File: config.mk
export PLATFORM = sky130hd
export DESIGN_NAME = dsp_router_top
export DESIGN_NICKNAME = d
export VERILOG_FILES = /design/src/source/dsp_bus_pkg.sv /design/src/source/dsp_route_pkg.sv /design/src/source/dsp_router_top.sv /design/src/source/dsp_dac_sum.sv /design/src/source/dsp_source_mux.sv /design/src/source/dsp_route_regs.sv
export VERILOG_INCLUDE_DIRS = /design/src /design/src/include
export SDC_FILE = /design/constraint.sdc
export NUM_CORES = 1
export LEC_CHECK = 0
export BUFFER_PORTS_ARGS = -buffer_cell sky130_fd_sc_hd__buf_2
export CAP_MARGIN = 0
export CORE_MARGIN = 5
export CORE_UTILIZATION = 62
export CTS_CLUSTER_SIZE = 14
export DETAILED_ROUTE_END_ITERATION = 16
export PLACE_DENSITY = 0.84
export SKIP_CTS_REPAIR_TIMING = 1
export SLEW_MARGIN = 40
export SYNTH_ARGS = -nofsm -noshare
export SYNTH_HDL_FRONTEND = slang
export SYNTH_SLANG_ARGS = --single-unit
export TNS_END_PERCENT = 30
File: constraint.sdc
create_clock -name clk_i -period 6.55 [get_ports clk_i]
set_clock_uncertainty 0.05 [all_clocks]
set_input_delay 0.655 -clock clk_i [delete_from_list [all_inputs] [get_ports clk_i]]
set_output_delay 0.655 -clock clk_i [all_outputs]
set_load 0.1 [all_outputs]
File: src/include/dsp_settings.svh
`ifndef DSP_SETTINGS_SVH
`define DSP_SETTINGS_SVH

// sample width of adc, dac and generators
`define DSP_SAMPLE_W 14

// source code width, 16 codes
`define DSP_SEL_W 4

// generator inputs feeding the dac summers
`define DSP_N_GEN 4

// sinks: scope 1, scope 2, pwm 0, pwm 1
`define DSP_N_SINK 4

// wishbone address and data widths
`define DSP_ADR_W 20
`define DSP_DAT_W 32

// two guard bits, enough for four full scale terms
`define DSP_SUM_W (`DSP_SAMPLE_W + 2)

`endif
File: src/source/dsp_bus_pkg.sv
`include "dsp_settings.svh"

package dsp_bus_pkg;

   // address = {slot, offset}
   localparam int SLOT_W   = 4;
   localparam int OFFSET_W = `DSP_ADR_W - SLOT_W; // low 16 bits

   typedef logic [SLOT_W-1:0]   slot_t;   // adr bits 19..16
   typedef logic [OFFSET_W-1:0] offset_t; // adr bits 15..0

   // register offsets inside a slot
   localparam offset_t REG_IN_SEL  = offset_t'('h0);  // source code of sink[slot]
   localparam offset_t REG_OUT_SEL = offset_t'('h4);  // dac select of gen[slot]
   localparam offset_t REG_SAT     = offset_t'('h8);  // overflow flags, ro
   localparam offset_t REG_SRC_VAL = offset_t'('h10); // live value of source[slot], ro

endpackage

File: src/source/dsp_route_pkg.sv
`include "dsp_settings.svh"

package dsp_route_pkg;

   typedef logic signed [`DSP_SAMPLE_W-1:0] sample_t; // one adc/dac sample
   typedef logic [`DSP_SEL_W-1:0]           src_code_t;

   localparam int OUT_SEL_W = 2; // bit 0 dac a, bit 1 dac b
   typedef logic [OUT_SEL_W-1:0] out_sel_t;

   // source codes
   localparam src_code_t SRC_GEN0  = src_code_t'(0); // gens 0..3 at codes 0..3
   localparam src_code_t SRC_ADC_A = src_code_t'(4);
   localparam src_code_t SRC_ADC_B = src_code_t'(5);
   localparam src_code_t SRC_DAC_A = src_code_t'(6); // dac outputs fed back
   localparam src_code_t SRC_DAC_B = src_code_t'(7);
   // codes 8..14 unused, read as zero
   localparam src_code_t SRC_NONE  = src_code_t'(15);

   // output select encodings
   localparam out_sel_t OUT_OFF  = 2'b00;
   localparam out_sel_t OUT_A    = 2'b01;
   localparam out_sel_t OUT_B    = 2'b10;
   localparam out_sel_t OUT_BOTH = 2'b11;

   // sink indices
   localparam int SINK_SCOPE1 = 0;
   localparam int SINK_SCOPE2 = 1;
   localparam int SINK_PWM0   = 2;
   localparam int SINK_PWM1   = 3;

endpackage

File: src/source/dsp_router_top.sv
`timescale 1ns/1ps
`include "dsp_settings.svh"

module dsp_router_top (
   input  logic                     clk_i,
   input  logic                     rstn_i,
   // analog side
   input  dsp_route_pkg::sample_t   adc_a_i,
   input  dsp_route_pkg::sample_t   adc_b_i,
   input  dsp_route_pkg::sample_t   gen_i [`DSP_N_GEN],
   output dsp_route_pkg::sample_t   dac_a_o,
   output dsp_route_pkg::sample_t   dac_b_o,
   // sinks
   output dsp_route_pkg::sample_t   scope1_o,
   output dsp_route_pkg::sample_t   scope2_o,
   output dsp_route_pkg::sample_t   pwm0_o,
   output dsp_route_pkg::sample_t   pwm1_o,
   // wishbone classic
   input  logic [`DSP_ADR_W-1:0]    wb_adr_i,
   input  logic [`DSP_DAT_W-1:0]    wb_dat_i,
   output logic [`DSP_DAT_W-1:0]    wb_dat_o,
   input  logic [`DSP_DAT_W/8-1:0]  wb_sel_i,
   input  logic                     wb_we_i,
   input  logic                     wb_cyc_i,
   input  logic                     wb_stb_i,
   output logic                     wb_ack_o,
   output logic                     wb_err_o
);

   import dsp_route_pkg::*;

   src_code_t  sink_sel [`DSP_N_SINK];  // regs -> mux
   src_code_t  src_query;               // bus slot as source code
   sample_t    src_val;                 // mux -> regs readback
   out_sel_t   out_sel  [`DSP_N_GEN];   // regs -> summer
   logic [1:0] sat;                     // summer -> regs
   sample_t    sinks    [`DSP_N_SINK];

   // register block steers mux and summer
   dsp_route_regs u_regs (
      .clk_i       (clk_i),
      .rstn_i      (rstn_i),
      .wb_adr_i    (wb_adr_i),
      .wb_dat_i    (wb_dat_i),
      .wb_dat_o    (wb_dat_o),
      .wb_sel_i    (wb_sel_i),
      .wb_we_i     (wb_we_i),
      .wb_cyc_i    (wb_cyc_i),
      .wb_stb_i    (wb_stb_i),
      .wb_ack_o    (wb_ack_o),
      .wb_err_o    (wb_err_o),
      .src_val_i   (src_val),
      .sat_i       (sat),
      .sink_sel_o  (sink_sel),
      .src_query_o (src_query),
      .out_sel_o   (out_sel)
   );

   dsp_source_mux u_mux (
      .adc_a_i     (adc_a_i),
      .adc_b_i     (adc_b_i),
      .gen_i       (gen_i),
      .dac_a_i     (dac_a_o),  // dac outputs loop back as sources
      .dac_b_i     (dac_b_o),
      .sink_sel_i  (sink_sel),
      .src_query_i (src_query),
      .sinks_o     (sinks),
      .src_val_o   (src_val)
   );

   dsp_dac_sum u_sum (
      .clk_i     (clk_i),
      .rstn_i    (rstn_i),
      .gen_i     (gen_i),
      .out_sel_i (out_sel),
      .dac_a_o   (dac_a_o),
      .dac_b_o   (dac_b_o),
      .sat_o     (sat)
   );

   assign scope1_o = sinks[SINK_SCOPE1];
   assign scope2_o = sinks[SINK_SCOPE2];
   assign pwm0_o   = sinks[SINK_PWM0];
   assign pwm1_o   = sinks[SINK_PWM1];

endmodule

File: src/source/dsp_dac_sum.sv
`timescale 1ns/1ps
`include "dsp_settings.svh"

module dsp_dac_sum (
   input  logic                     clk_i,
   input  logic                     rstn_i,
   input  dsp_route_pkg::sample_t   gen_i     [`DSP_N_GEN],
   input  dsp_route_pkg::out_sel_t  out_sel_i [`DSP_N_GEN],
   output dsp_route_pkg::sample_t   dac_a_o,
   output dsp_route_pkg::sample_t   dac_b_o,
   output logic [1:0]               sat_o     // {dac b, dac a} clamped
);

   import dsp_route_pkg::*;

   localparam int N_CH   = 2;               // dac a, dac b
   localparam int N_PAIR = `DSP_N_GEN / 2;

   typedef logic signed [`DSP_SUM_W-1:0] sum_t;

   // clamp limits of a 14 bit signed sample
   localparam sum_t SAT_MAX = sum_t'(2 ** (`DSP_SAMPLE_W - 1) - 1);
   localparam sum_t SAT_MIN = sum_t'(-(2 ** (`DSP_SAMPLE_W - 1)));

   // select bit per channel
   localparam out_sel_t CH_MASK [N_CH] = '{OUT_A, OUT_B};

   sum_t            masked  [N_CH][`DSP_N_GEN];
   sum_t            pair_q  [N_CH][N_PAIR];    // stage 1
   sum_t            total_d [N_CH];
   sum_t            total_q [N_CH];            // stage 2
   sample_t         clamp_d [N_CH];
   logic [N_CH-1:0] sat_d;
   sample_t         dac_q   [N_CH];            // stage 3
   logic [N_CH-1:0] sat_q;

   // sign extend, zero when gen not routed to this channel
   always_comb begin
      for (int ch = 0; ch < N_CH; ch++) begin
         for (int g = 0; g < `DSP_N_GEN; g++) begin
            masked[ch][g] = |(out_sel_i[g] & CH_MASK[ch]) ? sum_t'(gen_i[g]) : '0;
         end
      end
   end

   // channel total from the pair sums
   always_comb begin
      for (int ch = 0; ch < N_CH; ch++) begin
         total_d[ch] = '0;
         for (int p = 0; p < N_PAIR; p++) begin
            total_d[ch] = total_d[ch] + pair_q[ch][p];
         end
      end
   end

   // saturate to sample range
   always_comb begin
      for (int ch = 0; ch < N_CH; ch++) begin
         if (total_q[ch] > SAT_MAX) begin
            clamp_d[ch] = sample_t'(SAT_MAX);
            sat_d[ch]   = 1'b1;
         end else if (total_q[ch] < SAT_MIN) begin
            clamp_d[ch] = sample_t'(SAT_MIN);
            sat_d[ch]   = 1'b1;
         end else begin
            clamp_d[ch] = sample_t'(total_q[ch]);  // fits, drop guard bits
            sat_d[ch]   = 1'b0;
         end
      end
   end

   // 3 stage pipe, pair -> total -> clamped
   always_ff @(posedge clk_i) begin
      if (!rstn_i) begin
         for (int ch = 0; ch < N_CH; ch++) begin
            for (int p = 0; p < N_PAIR; p++) begin
               pair_q[ch][p] <= '0;
            end
            total_q[ch] <= '0;
            dac_q[ch]   <= '0;
         end
         sat_q <= '0;
      end else begin
         for (int ch = 0; ch < N_CH; ch++) begin
            for (int p = 0; p < N_PAIR; p++) begin
               pair_q[ch][p] <= masked[ch][2*p] + masked[ch][2*p+1];
            end
            total_q[ch] <= total_d[ch];
            dac_q[ch]   <= clamp_d[ch];
         end
         sat_q <= sat_d;  // flag stays aligned with its sample
      end
   end

   assign dac_a_o = dac_q[0];
   assign dac_b_o = dac_q[1];
   assign sat_o   = sat_q;

endmodule

File: src/source/dsp_source_mux.sv
`timescale 1ns/1ps
`include "dsp_settings.svh"

module dsp_source_mux (
   input  dsp_route_pkg::sample_t   adc_a_i,
   input  dsp_route_pkg::sample_t   adc_b_i,
   input  dsp_route_pkg::sample_t   gen_i      [`DSP_N_GEN],
   input  dsp_route_pkg::sample_t   dac_a_i,   // dac feedback
   input  dsp_route_pkg::sample_t   dac_b_i,
   input  dsp_route_pkg::src_code_t sink_sel_i [`DSP_N_SINK],
   input  dsp_route_pkg::src_code_t src_query_i,
   output dsp_route_pkg::sample_t   sinks_o    [`DSP_N_SINK],
   output dsp_route_pkg::sample_t   src_val_o  // for bus readback
);

   import dsp_route_pkg::*;

   localparam int N_CODES = 2 ** `DSP_SEL_W;

   sample_t src_tbl [N_CODES];  // value per source code

   // source table, everything not listed reads zero (incl. SRC_NONE)
   always_comb begin
      for (int c = 0; c < N_CODES; c++) begin
         src_tbl[c] = '0;
      end
      for (int g = 0; g < `DSP_N_GEN; g++) begin
         src_tbl[SRC_GEN0 + g] = gen_i[g];
      end
      src_tbl[SRC_ADC_A] = adc_a_i;
      src_tbl[SRC_ADC_B] = adc_b_i;
      src_tbl[SRC_DAC_A] = dac_a_i;
      src_tbl[SRC_DAC_B] = dac_b_i;
   end

   // one lookup per sink, purely combinational
   always_comb begin
      for (int s = 0; s < `DSP_N_SINK; s++) begin
         sinks_o[s] = src_tbl[sink_sel_i[s]];
      end
   end

   assign src_val_o = src_tbl[src_query_i];  // extra port for REG_SRC_VAL

endmodule

File: src/source/dsp_route_regs.sv
`timescale 1ns/1ps
`include "dsp_settings.svh"

module dsp_route_regs (
   input  logic                       clk_i,
   input  logic                       rstn_i,
   // wishbone classic slave
   input  logic [`DSP_ADR_W-1:0]      wb_adr_i,
   input  logic [`DSP_DAT_W-1:0]      wb_dat_i,
   output logic [`DSP_DAT_W-1:0]      wb_dat_o,
   input  logic [`DSP_DAT_W/8-1:0]    wb_sel_i,  // byte lanes ignored, full-word regs
   input  logic                       wb_we_i,
   input  logic                       wb_cyc_i,
   input  logic                       wb_stb_i,
   output logic                       wb_ack_o,
   output logic                       wb_err_o,
   // routing side
   input  dsp_route_pkg::sample_t     src_val_i,  // value of src_query_o
   input  logic [1:0]                 sat_i,      // {dac b, dac a} overflow
   output dsp_route_pkg::src_code_t   sink_sel_o [`DSP_N_SINK],
   output dsp_route_pkg::src_code_t   src_query_o,
   output dsp_route_pkg::out_sel_t    out_sel_o  [`DSP_N_GEN]
);

   import dsp_route_pkg::*;
   import dsp_bus_pkg::*;

   localparam int SINK_IW = $clog2(`DSP_N_SINK);
   localparam int GEN_IW  = $clog2(`DSP_N_GEN);

   slot_t                 slot;
   offset_t               offset;
   logic                  in_sink;  // slot addresses an existing sink
   logic                  in_gen;   // slot addresses an existing generator
   logic                  req_new;  // request not yet answered
   logic                  hit;      // offset is mapped
   logic [`DSP_DAT_W-1:0] rd_data;

   assign slot   = wb_adr_i[`DSP_ADR_W-1 -: SLOT_W];
   assign offset = wb_adr_i[OFFSET_W-1:0];

   assign in_sink = slot < slot_t'(`DSP_N_SINK);
   assign in_gen  = slot < slot_t'(`DSP_N_GEN);

   // master holds stb through the ack cycle, so skip that one
   assign req_new = wb_cyc_i & wb_stb_i & ~wb_ack_o & ~wb_err_o;

   // slot doubles as source code for live readback
   assign src_query_o = src_code_t'(slot);

   // read mux, zero-extended fields
   always_comb begin
      hit     = 1'b1;
      rd_data = '0;
      case (offset)
         REG_IN_SEL: begin
            if (in_sink)
               rd_data[`DSP_SEL_W-1:0] = sink_sel_o[slot[SINK_IW-1:0]];
         end
         REG_OUT_SEL: begin
            if (in_gen)
               rd_data[OUT_SEL_W-1:0] = out_sel_o[slot[GEN_IW-1:0]];
         end
         REG_SAT: begin
            rd_data[1:0] = sat_i;  // same for every slot
         end
         REG_SRC_VAL: begin
            rd_data[`DSP_SAMPLE_W-1:0] = src_val_i;  // raw bits, no sign extension
         end
         default: begin
            hit = 1'b0;  // unmapped -> err
         end
      endcase
   end

   // single-cycle ack or err, one edge after the request
   always_ff @(posedge clk_i) begin
      if (!rstn_i) begin
         wb_ack_o <= 1'b0;
         wb_err_o <= 1'b0;
      end else begin
         wb_ack_o <= req_new & hit;
         wb_err_o <= req_new & ~hit;
      end
   end

   // read data lines up with ack/err
   always_ff @(posedge clk_i) begin
      if (req_new)
         wb_dat_o <= rd_data;
   end

   // selection registers
   always_ff @(posedge clk_i) begin
      if (!rstn_i) begin
         sink_sel_o[SINK_SCOPE1] <= SRC_ADC_A;
         sink_sel_o[SINK_SCOPE2] <= SRC_ADC_B;
         sink_sel_o[SINK_PWM0]   <= SRC_NONE;  // pwm off until configured
         sink_sel_o[SINK_PWM1]   <= SRC_NONE;
         for (int g = 0; g < `DSP_N_GEN; g++) begin
            out_sel_o[g] <= OUT_OFF;
         end
      end else if (req_new && wb_we_i) begin
         // out of range slots are acked, write dropped
         if (offset == REG_IN_SEL && in_sink)
            sink_sel_o[slot[SINK_IW-1:0]] <= wb_dat_i[`DSP_SEL_W-1:0];
         if (offset == REG_OUT_SEL && in_gen)
            out_sel_o[slot[GEN_IW-1:0]] <= wb_dat_i[OUT_SEL_W-1:0];
         // sat and src_val are ro, writes fall through
      end
   end

endmodule

# --- Word-level counts from Yosys, hierarchy flattened ---
# Memory sizes are Yosys's and may differ from the RTL's.
# Cells that the tools add are included.
totals:
  inputBits: 145
  regBits: 42
  word_cells: 125
  n_memories: 3
  ramBits: 124
  output_inout_bits: 118
memory_table:
  columns: ["memory", "depth", "width", "rd", "rd_clocked_by_memory_dff", "write_ports", "line", "source"]
  rows:
  - ["u_sum.pair_q", 2, 32, 2, 0, 2, "dsp_dac_sum.sv:29", "sum_t pair_q [N_CH][N_PAIR];"]
  - ["u_sum.total_q", 2, 16, 2, 0, 2, "dsp_dac_sum.sv:31", "sum_t total_q [N_CH];"]
  - ["u_sum.dac_q", 2, 14, 2, 0, 2, "dsp_dac_sum.sv:34", "sample_t dac_q [N_CH];"]
op_classes:
  reduce_logical: 8
  n_addsub: 6
  eq_ne: 3
  n_lt_le_gt_ge: 12
  muxes: 58
  bitwise_logic: 22
ops:
  columns: ["op", "count"]
  rows:
  - ["binary-select mux 14 bit (select 4 bit)", 5]
  - ["2-to-1 mux 14 bit", 16]
  - ["2-to-1 mux 16 bit", 14]
  - ["adder 16 bit", 6]
  - ["greater-than comparator 16 x 14 -> 1 bit, second input constant", 2]
  - ["less-than comparator 16 x 14 -> 1 bit, second input constant", 2]
  - [">= comparator 5 bit, second input constant", 5]
  - ["inverter 4 -> 5 bit", 5]
  - ["bitwise mux 16 bit", 1]
  - ["equality test 16 x 3 -> 1 bit, second input constant", 1]
  - ["equality test 16 x 4 -> 1 bit, second input constant", 1]
  - ["equality test 16 x 5 -> 1 bit, second input constant", 1]
  - ["logical NOT 16 bit", 1]
  - ["2-to-1 mux 4 bit", 4]
  - ["binary-select mux 4 bit (select 2 bit)", 1]
  - ["bitwise mux 8 bit", 1]
  - ["demux 4 bit (select 2 bit)", 1]
  - ["2-to-1 mux 2 bit", 4]
  - ["OR 1 bit", 8]
  - ["case mux 2 bit (4 select lines)", 1]
  - ["2-to-1 mux 1 bit", 7]
  - ["AND 1 bit", 5]
  - ["binary-select mux 2 bit (select 2 bit)", 1]
  - ["demux 2 bit (select 2 bit)", 1]
  - ["other kinds (9)", 15]

# --- Depth between registers and ports, before layout ---
# Gate-level depths: netlist (run 1).
depth:
  depth_word: 6
  ltp_mapped: 10
  depth_no_buf: 9

# --- By module ---
# From an unflattened synthesis (run 1), not the netlist that was laid out.
hier_totals:
  cells_unflattened: 1436
  area_unflattened_um2: 14801.7
modules_own_cells:
  columns: ["module", "n_inst", "seq_area_each_um2", "area_each_um2", "cells_per_inst"]
  rows:
  - ["dsp_dac_sum", 1, 2522.4, 7866.3, 927]
  - ["dsp_source_mux", 1, 0.0, 4837.1, 325]
  - ["dsp_route_regs", 1, 940.9, 2098.3, 184]

# --- Worst setup path after synthesis (run 1) ---
# Ideal clock, no wire load.
synth_path:
  kind: "register to output"
  start: "memory u_sum.dac_q[0][24] (netlist name)"
  end: "output pwm1_o[10]"
  slack_ps: 3137
  required_time_ps: 5845
  path_stages_with_launch: 4
  arrival_ps: 2708
  path_buffers: 0
  cell_sequence: "dfxtp_1 -> mux4_2 -> mux2i_1 -> nor2_1"
synth_lines:
  columns: ["element", "line", "source"]
  rows:
  - ["from (decl)", "dsp_dac_sum.sv:34", null]
  - ["to (decl)", "dsp_router_top.sv:17", "output dsp_route_pkg::sample_t pwm1_o,"]

# --- Final worst setup path (run 1) ---
layout_path:
  start: "register u_regs.sink_sel_o[13] (netlist name)"
  end: "output scope1_o[13]"
layout_between:
  elab_chain_cells: 4
layout_rtl:
  columns: ["element", "line", "source"]
  rows:
  - ["from (decl)", "dsp_route_regs.sv:20", "output dsp_route_pkg::src_code_t sink_sel_o [`DSP_N_SINK],"]
  - ["from (signal, indexed assignment)", "dsp_route_regs.sv:106", "sink_sel_o[slot[SINK_IW-1:0]] <= wb_dat_i[`DSP_SEL_W-1:0];"]
  - ["inverter 4 -> 5 bit (implied by the code)", "dsp_source_mux.sv:39", "sinks_o[s] = src_tbl[sink_sel_i[s]];"]
  - ["binary-select mux 14 bit (select 4 bit)", "dsp_source_mux.sv:39", null]
  - ["2-to-1 mux 14 bit (implied by the code) (2 in series)", "dsp_source_mux.sv:39", null]
  - ["to (decl)", "dsp_router_top.sv:14", "output dsp_route_pkg::sample_t scope1_o,"]
# No other way between the ends. The select of a mux whose other input is x is not followed.

==> metrics.txt, run 1 <==
Initial Utilization 0.625; Die Width 160 microns; DR pass1 iterations 6; Setup CP Type flip-flop to output port; min Tclk post-route 3.29 ns; Peak Freq 304 MHz; post-DP HPWL 34100 microns; Ports 263; Worst Reg-to-Reg Cells 9; FP Rows 55; CTS tree yes; multi-input logic area 10100 sq um; Final nets 1813; R2R Setup Slk 3.48 ns; Syn. warnings 0; crit path cell chain buf_4, mux4_2, mux2i_1, nor2_1, buf_2; CTS clk-pin slew, worst paths 0.06 ns; Final Core Density 0.699; Crit path arrival time 2.58 ns; critical path's largest stage delay 0.64 ns; synthesis-stage register bit count 166; setup ws final 3.26 ns; CP startpoint kind flip-flop; total core area 22400 sq um; slew at the pin with the worst max-slew slack 0.847 ns; post-synthesis sequential area ratio 0.247; CP required 5.84 ns; input/output buffers 212; crit path capture type output port; FF/Latch Area 3480 sq um; vias in the first global route 12600; # DRC 0; DR iter-0 viols 1913; Slew headroom 0.434; Setup crit end scope1_o[13]; GP Congestion 0.954; drt via density 6.84; Fin. Hold Viols 0; CTS Buf Count 17; Setup TNS Final 0 ns; die footprint 25700 sq um; Synth Cell Area 14000 sq um; fraction of registers with async set/reset 0; H-tree levels 4; GRT Residual Overflow 0; leak pwr 7.34 nW; CP startpoint u_regs.sink_sel_o[13]; P&R area growth vs syn 11.9%; unrepaired setup endpoints after global routing no; initial antenna violation count 5; reg2reg end u_sum.pair_q[0][28]; hold crit path type flip-flop to flip-flop; FILL cells 1604; share of layout cells above drive strength 1 0.262; outcome completed; pin count of the biggest net entering global routing 85; Total GRT Usage 0.352; Die Y-Extent 160 microns; vias 12900; clock sink total 166; Main synth FF type dfxtp_1; Clock Tree Buf Depth 2; pwr dens 151 nW/um^2; Mapped Cells 1419; Worst R2R Start u_regs.out_sel_o[6]; Skew-Pair Late Insertion Delay 0.44 ns; max-cap violations 0; pre-CTS setup slack 3.20 ns; Critical-path top delay cell dfxtp_1; mean routed wirelength per cell 24.5 microns; synth unique cells 69; Detail Route Antenna Nets 0; final max-slew violation count 0; Final Setup Violations 0; Tcrit/Tclk final 0.502; root buf cell clkbuf_16; global-route wire length before repair 70900 microns; crit-path max FO 21; maximum VDD drop 159 uV; syn avg cell area 9.88 sq um; Total Routed Length 46100 microns; PnR Total Power 2.37 mW; Post-synth EDFFs 14
==> worst min-delay path by stage <==
stage / slack [ns] / from / depth (start not counted) / end
final: 0.39 / u_sum.total_q[0][7] / 2 / u_sum.dac_q[0][7]
after global routing: 0.40 / u_sum.total_q[0][5] / 2 / u_sum.dac_q[0][5]
after CTS: 0.40 / u_sum.total_q[0][7] / 2 / u_sum.dac_q[0][7]
after detailed placement: 0.38 / u_sum.total_q[0][21] / 2 / u_sum.dac_q[0][19]
after global placement: 0.37 / u_sum.total_q[0][5] / 2 / u_sum.dac_q[0][5]
after floorplan: 0.37 / u_sum.total_q[0][0] / 2 / u_sum.dac_q[0][0]
==> state kept, by name, summed over array words and instances, names as in the netlist <==
name / flops
u_regs.sink_sel_o: 16
u_regs.out_sel_o: 8
u_regs.wb_ack_o: 1
u_sum.dac_q: 28
u_sum.total_q: 32
u_sum.sat_o: 2
u_sum.pair_q: 64
u_regs.wb_dat_o: 14
u_regs.wb_err_o: 1
==> logic make-up (layout without fill, tap and decap cells) <==
family | after synthesis | count (layout) | share of synthesized area
compound gates | 236 | 236 | 0.110
xor+xnor | 61 | 61 | 0.0381
fa+ha+maj | 92 | 92 | 0.0853
buf+inv | 114 | 267 | 0.0374
flops | 166 | 166 | 0.247
mux | 236 | 236 | 0.299
other cells | 1 | 23 | 0.000268
simple gates | 513 | 513 | 0.183
==> routing by layer <==
layer / up-vias / share of wire / track usage
li1: 5540 / - / -
met1: 6015 / 0.35 / 0.451
met2: 1077 / 0.45 / 0.555
met3: 217 / 0.14 / 0.0890
met4: 2 / 0.060 / 0.187
met5: - / 0.00033 / 0
==> through the flow <==
stage	hold slack [ns]	instances	cell area (sq um)
after floorplan	0.366	1436	14100
final	0.393	1879	15700
after global placement	0.372	1842	15100
after CTS	0.395	1874	15700
after global routing	0.401	1876	15700
after detailed placement	0.378	1842	15100
==> Yosys cell counts (18+ instances only) <==
library cell | number | share of area
o21ai_0 | 29 | 0.010
nand2_1 | 62 | 0.017
o21a_1 | 19 | 0.010
mux2i_1 | 88 | 0.063
a21o_1 | 27 | 0.014
xnor2_1 | 28 | 0.017
a211oi_1 | 18 | 0.0096
dfxtp_1 | 152 | 0.22
xor2_1 | 33 | 0.021
clkbuf_1 | 56 | 0.015
ha_1 | 86 | 0.077
buf_4 | 20 | 0.011
o21ai_1 | 18 | 0.0064
mux4_2 | 146 | 0.23
a21oi_1 | 62 | 0.022
nor2_1 | 228 | 0.061
and2_1 | 129 | 0.058
==> cells in the final DEF, fill, tap and decap left out, types with 6 or more instances in the layout <==
cell type / synthesis / layout
nor2_1: 228 / 226
buf_2: 17 / 211
mux4_2: 146 / 146
dfxtp_1: 152 / 144
and2_1: 129 / 129
mux2i_1: 88 / 88
ha_1: 86 / 86
a21oi_1: 62 / 62
nand2_1: 62 / 62
xor2_1: 33 / 33
o21ai_0: 29 / 29
xnor2_1: 28 / 28
a21o_1: 27 / 27
o21a_1: 19 / 19
a211oi_1: 18 / 18
o21ai_1: 18 / 18
conb_1: 1 / 18
clkbuf_16: 0 / 17
inv_1: 15 / 15
nor3_1: 15 / 15
nand3_1: 14 / 14
edfxtp_1: 14 / 14
nand2b_1: 11 / 11
o211ai_1: 9 / 9
nor2b_1: 8 / 8
and3_1: 7 / 7
o21bai_1: 7 / 7
buf_4: 20 / 7
nor3b_1: 6 / 6
a31oi_1: 6 / 6
fa_1: 6 / 6
==> worst max-delay path, delay by kind of cell, from the launching register on <==
| kind | cells | cell delay [ns] |
|---|---|---|
| flip-flops | 1 | 0.64 |
| multiplexers | 2 | 0.34 |
| AND/OR/NAND/NOR | 1 | 0.23 |
| buffers and inverters | 2 | 0.92 |
==> cell type report <==
| class | instances | area share |
|---|---|---|
| multi-input combinational | 1156 | 0.644 |
| sequential | 166 | 0.222 |
| timing repair buffer | 219 | 0.0714 |
| clock buffer | 21 | 0.0287 |
| tap | 285 | 0.0227 |
| clock inverter | 11 | 0.00638 |
| inverter | 16 | 0.00383 |
| antenna | 5 | 0.000798 |
==> where the power goes <==
group	internal (mW)	switching [mW]	total [mW]
clock network	0.534	0.425	0.958
logic	0.112	0.278	0.390
registers	1.02	0.000611	1.02
No activity file was read; power rests on OpenSTA's default activity.
==> inputs of run 2 (changes only) <==
--- a/config.mk
+++ b/config.mk
@@ -9,10 +9,10 @@
 export BUFFER_PORTS_ARGS = -buffer_cell sky130_fd_sc_hd__buf_2
 export CAP_MARGIN = 0
 export CORE_MARGIN = 5
-export CORE_UTILIZATION = 62
+export CORE_UTILIZATION = 52
 export CTS_CLUSTER_SIZE = 14
 export DETAILED_ROUTE_END_ITERATION = 16
-export PLACE_DENSITY = 0.84
+export PLACE_DENSITY = 0.74
 export SKIP_CTS_REPAIR_TIMING = 1
 export SLEW_MARGIN = 40
 export SYNTH_ARGS = -nofsm -noshare
==> constraint.sdc (replaced) <==
create_clock -name clk_i -period 3 [get_ports clk_i]
set_clock_uncertainty 0.05 [all_clocks]
set_input_delay 0.3 -clock clk_i [delete_from_list [all_inputs] [get_ports clk_i]]
set_output_delay 0.3 -clock clk_i [all_outputs]
set_load 0.1 [all_outputs]
==> run 2 against run 1 <==
  * Final cell count up 4.3%
  * Largest power group unchanged
  * Sequential share of layout area down 0.70 points
  * Final area up 3.0%
  * Critical path type unchanged
  * Clock-buffer cell count down 4
  * Routed wire length up 1.4%
  * Total power up 120%
  * Sequential power up 120%
  * Sequential cell count unchanged
==> metrics.txt, run 2 (synthesis gave the netlist of run 1 again) <==
FP Rows 60 (+9.1%); outcome completed; drt via density 6.43 (-6.0%); FF/Latch Area 3470 sq um (-0.25%); Tcrit/Tclk final 0.934; # DRC 0 (unchanged); Min Hold Slack 0.128 ns (-0.264 ns); Crit path arrival time 2.45 ns (-0.13 ns); multi-input logic area 10100 sq um (+0.37%); P&R area growth vs syn 15.2%; Sw Share 0.309 (+0.0121); Psw 1.64 mW (+130%); Total GRT Usage 0.302 (-0.0501); CTS Buf Count 17 (unchanged); input/output buffers 212 (unchanged); share of layout cells above drive strength 1 0.282 (+0.0206); non-filler cells, final 1959 (+4.3%); Die Width 174 microns (+8.6%); CP startpoint kind flip-flop; clock sink total 166 (unchanged); slew at the pin with the worst max-slew slack 0.893 ns (+0.0454 ns); Slew headroom 0.404 (-0.0303); Total Routed Length 46800 microns (+1.4%); Setup CP Type flip-flop to output port; Peak Freq 357 MHz; final max-slew violation count 0 (unchanged); max-cap violations 0 (unchanged); clock group share of total power 0.417 (+0.013); pwr dens 329 nW/um^2 (+120%); GP Congestion 0.947 (-0.73%); crit-path max FO 10 (-52%); Fin. Hold Viols 0 (unchanged); Initial Utilization 0.524 (-0.100); Seq pwr share 0.420 (-0.012); DR iter-0 viols 1671 (-13%); initial antenna violation count 3 (-2); mean routed wirelength per cell 23.9 microns (-2.7%); top flop regs u_sum.pair_q: 64 flops, u_sum.total_q: 32 flops, u_sum.dac_q: 28 flops; max reg flops 64 (unchanged); min Tclk post-route 2.80 ns; dpl cells 1924 (+4.5%); Biggest register u_sum.pair_q; PnR Total Power 5.31 mW (+120%); Final nets 1839 (+1.4%); Ports 263 (unchanged); die footprint 30300 sq um (+18%); leading cell type in the layout, fill and taps excluded nor2_1; unrepaired setup endpoints after global routing no; total core area 26700 sq um (+19%); CTS tree yes; FILL cells 2254 (+41%); Die Y-Extent 174 microns (+8.6%); Final Setup Violations 0 (unchanged); Gate power share 0.162 (-0.002); leak pwr 7.55 nW (+2.8%); GRT Residual Overflow 0 (unchanged); CTS clk-pin slew, worst paths 0.07 ns (about the same); most frequent cells in the layout nor2_1, buf_2, dfxtp_1; global-route wire length before repair 71500 microns (+0.80%); vias 12600 (-2.0%); Detail Route Antenna Nets 0 (unchanged); Internal Pwr Total 3.67 mW (+120%); crit path capture type output port; CP required 2.65 ns (-3.19 ns); post-DP HPWL 36200 microns (+6.3%); vias in the first global route 12500 (-1.1%); DR pass1 iterations 6 (unchanged); maximum VDD drop 363 uV (+130%); hold crit path type primary input to flip-flop; root buf cell clkbuf_16; Skew-Pair Late Insertion Delay 0.44 ns (about the same); H-tree levels 4 (unchanged); pin count of the biggest net entering global routing 37 (-56%); Clock Tree Buf Depth 2 (unchanged)
run 2: power groups by stage:
stage,combinational [mW],sequential (mW),clock (mW)
floorplan,0.537,2.33,0
global placement,0.831,2.29,0
detailed placement,0.845,2.29,0
CTS,0.847,2.24,2.23
global route,0.888,2.23,2.32
finish,0.863,2.23,2.22
run 2: worst paths after layout:
check,to,cells past startpoint,start,slack [ns]
worst max-delay path,scope1_o[8],5,u_regs.sink_sel_o[12],0.20
worst min-delay path,u_regs.sink_sel_o[6],3,wb_dat_i[2],0.13
worst max register to register,u_sum.pair_q[0][28],9,u_regs.out_sel_o[6],0.23
worst min register to register,u_sum.dac_q[0][20],2,u_sum.total_q[0][22],0.40
run 2: metrics by stage:
| stage | utilization | setup WS [ns] | area (sq um) | setup TNS (ns) |
|---|---|---|---|---|
| after floorplan | - | -0.0578 | 14100 | -2.12 |
| after global placement | 0.582 | 0.132 | 15500 | 0 |
| after detailed placement | 0.582 | 0.0865 | 15500 | 0 |
| after CTS | 0.604 | 0.0379 | 16100 | 0 |
| after global routing | 0.604 | 0.0749 | 16200 | 0 |
| final | 0.604 | 0.199 | 16200 | 0 |
run 2: final cells by class:
type / instances / share of cell area
Tap cell: 341 / 0.0264
Antenna cell: 3 / 0.000465
Clock buffer: 17 / 0.0263
Timing Repair Buffer: 245 / 0.0903
Sequential cell: 166 / 0.215
Inverter: 16 / 0.00372
Multi-Input combinational cell: 1156 / 0.628
Clock inverter: 15 / 0.0101
run 2: critical path: stages (launching register included):
cell	delay, ns
dfxtp_2	0.49
buf_4	0.31
mux4_2	0.53
mux2i_1	0.25
nor2_1	0.11
buf_2	0.33
run 2: routing by layer:
| metal | global-route usage | up-vias | wire (microns) |
|---|---|---|---|
| met2 | 0.491 | 858 | 21800 |
| met3 | 0.0785 | 117 | 5690 |
| met1 | 0.389 | 6010 | 17600 |
| li1 | - | 5608 | - |
| met5 | 0 | - | 0 |
| met4 | 0.117 | 0 | 1680 |
==> inputs of run 3 (changes only) <==
==> constraint.sdc (replaced) <==
create_clock -name clk_i -period 3 [get_ports clk_i]
set_clock_uncertainty 0.05 [all_clocks]
set_input_delay 0.3 -clock clk_i [delete_from_list [all_inputs] [get_ports clk_i]]
set_output_delay 0.3 -clock clk_i [all_outputs]
set_load 0.02 [all_outputs]
==> run 3 against run 2 <==
  * Register-to-register slack got worse by 0.04 ns
  * Worst hold slack lost 0.041 ns
  * Final cell count is the same
  * Total power shrank 1.8%
  * Global-route usage rose by 0.32 points
  * Non-clock buffer count up 2
  * Core utilization fell by 0.43 points
  * Combinational power decreased by 27%
  * Sequential cell count is the same
  * Critical endpoint is now u_sum.pair_q[1][12]
  * Largest cell class unchanged
  * Largest power group is now clock
==> metrics.txt, run 3 (synthesis gave the netlist of run 1 again) <==
FF/Latch Area 3470 sq um (about the same); crit path capture type flip-flop; Peak Freq 356 MHz (-0.26%); most frequent cells in the layout nor2_1, buf_2, dfxtp_1; unrepaired setup endpoints after global routing no; leak pwr 7.53 nW (-0.27%); Clock Tree Buf Depth 2 (unchanged); Total GRT Usage 0.305 (+0.00319); Detail Route Antenna Nets 0 (unchanged); top flop regs u_sum.pair_q: 64 flops, u_sum.total_q: 32 flops, u_sum.dac_q: 28 flops; crit-path max FO 16 (+6); vias in the first global route 12500 (+0.11%); pre-CTS setup slack 0.101 ns (+0.0144 ns); P&R area growth vs syn 14.4%; GRT Residual Overflow 0 (unchanged); Seq pwr share 0.428 (+0.008); Slew headroom 0.441 (+0.0374); Buf/Inv on CP 0 (-2); Cell Area, Placed 15400 sq um (-0.97%); max-cap violations 0 (unchanged); DR iter-0 viols 1615 (-3.4%); max reg flops 64 (unchanged); critical path's largest stage delay 0.69 ns (+0.16 ns); Skew-Pair Late Insertion Delay 0.44 ns (about the same); CP required 3.27 ns (+0.62 ns); Critical-path top delay cell dfxtp_1; Biggest register u_sum.pair_q; Setup TNS Final 0 ns (unchanged); crit path cell chain and2_1, ha_1, fa_1, a21oi_1, o2111a_1, o31ai_1, o21ai_1, and3_1, o21a_1; hold crit path type primary input to flip-flop; outcome completed; H-tree levels 4 (unchanged); FILL cells 2285 (+1.4%); slew at the pin with the worst max-slew slack 0.837 ns (-0.0560 ns); dpl cells 1926 (+0.10%); leading cell type in the layout, fill and taps excluded nor2_1; Internal Pwr Total 3.83 mW (+4.3%); clock sink total 166 (unchanged); post-DP HPWL 36600 microns (+0.97%); Setup CP Type flip-flop to flip-flop; DR pass1 iterations 6 (unchanged); maximum VDD drop 407 uV (+12%); mean routed wirelength per cell 24.2 microns (+1.2%); die footprint 30300 sq um (unchanged); Tcrit/Tclk final 0.936 (+0.00246); vias 12700 (+0.58%); share of layout cells above drive strength 1 0.273 (-0.00901); input/output buffers 212 (unchanged); Min Hold Slack 0.0871 ns (-0.0411 ns); total core area 26700 sq um (unchanged); Initial Utilization 0.524 (unchanged); pwr dens 325 nW/um^2 (-1.1%); CTS clk-pin slew, worst paths 0.08 ns (about the same); Final Setup Violations 0 (unchanged); Sw Share 0.265 (-0.0431); Die Y-Extent 174 microns (unchanged); clock group share of total power 0.452 (+0.035); Final nets 1841 (+0.11%); final max-slew violation count 0 (unchanged); Final Cell Area 16000 sq um (-0.71%); FP Rows 60 (unchanged); CTS tree yes; Largest delay share family, worst path compound AO/OA/AOI/OAI gates; pin count of the biggest net entering global routing 39 (+5.4%); global-route wire length before repair 72600 microns (+1.5%); Fin. Hold Viols 0 (unchanged); Total Routed Length 47300 microns (+1.2%); Ports 263 (unchanged); multi-input logic area 10100 sq um (-0.37%); drt via density 6.47 (+0.58%); initial antenna violation count 1 (-2); non-filler cells, final 1959 (unchanged); CP startpoint kind flip-flop; GP Congestion 0.956 (+0.96%); Psw 1.39 mW (-16%); # DRC 0 (unchanged); min Tclk post-route 2.81 ns (+0.00739 ns); Crit path arrival time 3.08 ns (+0.63 ns); Gate power share 0.120 (-0.042); root buf cell clkbuf_16; setup ws final 0.192 ns (-0.00739 ns); CTS Buf Count 17 (unchanged); Die Width 174 microns (unchanged)
-- run 3: worst min-delay path, cell delays in order --
cell     delay, ns
buf_2         0.12
mux2i_1       0.07
nand2_1       0.06
-- run 3: power groups by stage --
stage                     sequential [mW]  clock [mW]  combinational (mW)
after global placement               2.29           0               0.597
after global routing                 2.23        2.46               0.649
after floorplan                      2.30           0               0.334
after CTS                            2.24        2.37               0.607
after detailed placement             2.29           0               0.607
final                                2.24        2.36               0.626
-- run 3: worst paths after layout --
kind,start,to,slack (ns),cells past startpoint
worst min-delay path,wb_dat_i[2],u_regs.sink_sel_o[2],0.09,3
worst min register to register,u_sum.total_q[0][4],u_sum.dac_q[0][4],0.39,2
worst max-delay path,u_regs.out_sel_o[1],u_sum.pair_q[1][12],0.19,9
worst max register to register,u_regs.out_sel_o[1],u_sum.pair_q[1][12],0.19,9
-- run 3: layout make-up --
class | instances | share of cell area
Tap cell | 341 | 0.0266
Multi-Input combinational cell | 1156 | 0.630
Antenna cell | 1 | 0.000156
Timing Repair Buffer | 247 | 0.0841
Sequential cell | 166 | 0.217
Clock buffer | 17 | 0.0265
Inverter | 16 | 0.00375
Clock inverter | 15 | 0.0126
-- run 3: per-layer routing --
layer,routed length (microns),share of wire,vias to the layer above,global-route usage
met5,13,0.00027,-,0
met3,5860,0.12,139,0.0798
met2,21200,0.45,879,0.486
li1,-,-,5608,-
met4,2270,0.048,2,0.132
met1,18000,0.38,6038,0.396
-- run 3: per-stage QoR --
| step | total power, mW | util |
|---|---|---|
| after global placement | 2.88 | 0.576 |
| after CTS | 5.22 | 0.600 |
| after global routing | 5.35 | 0.600 |
| after detailed placement | 2.90 | 0.576 |
| final | 5.22 | 0.600 |
| after floorplan | 2.63 | - |
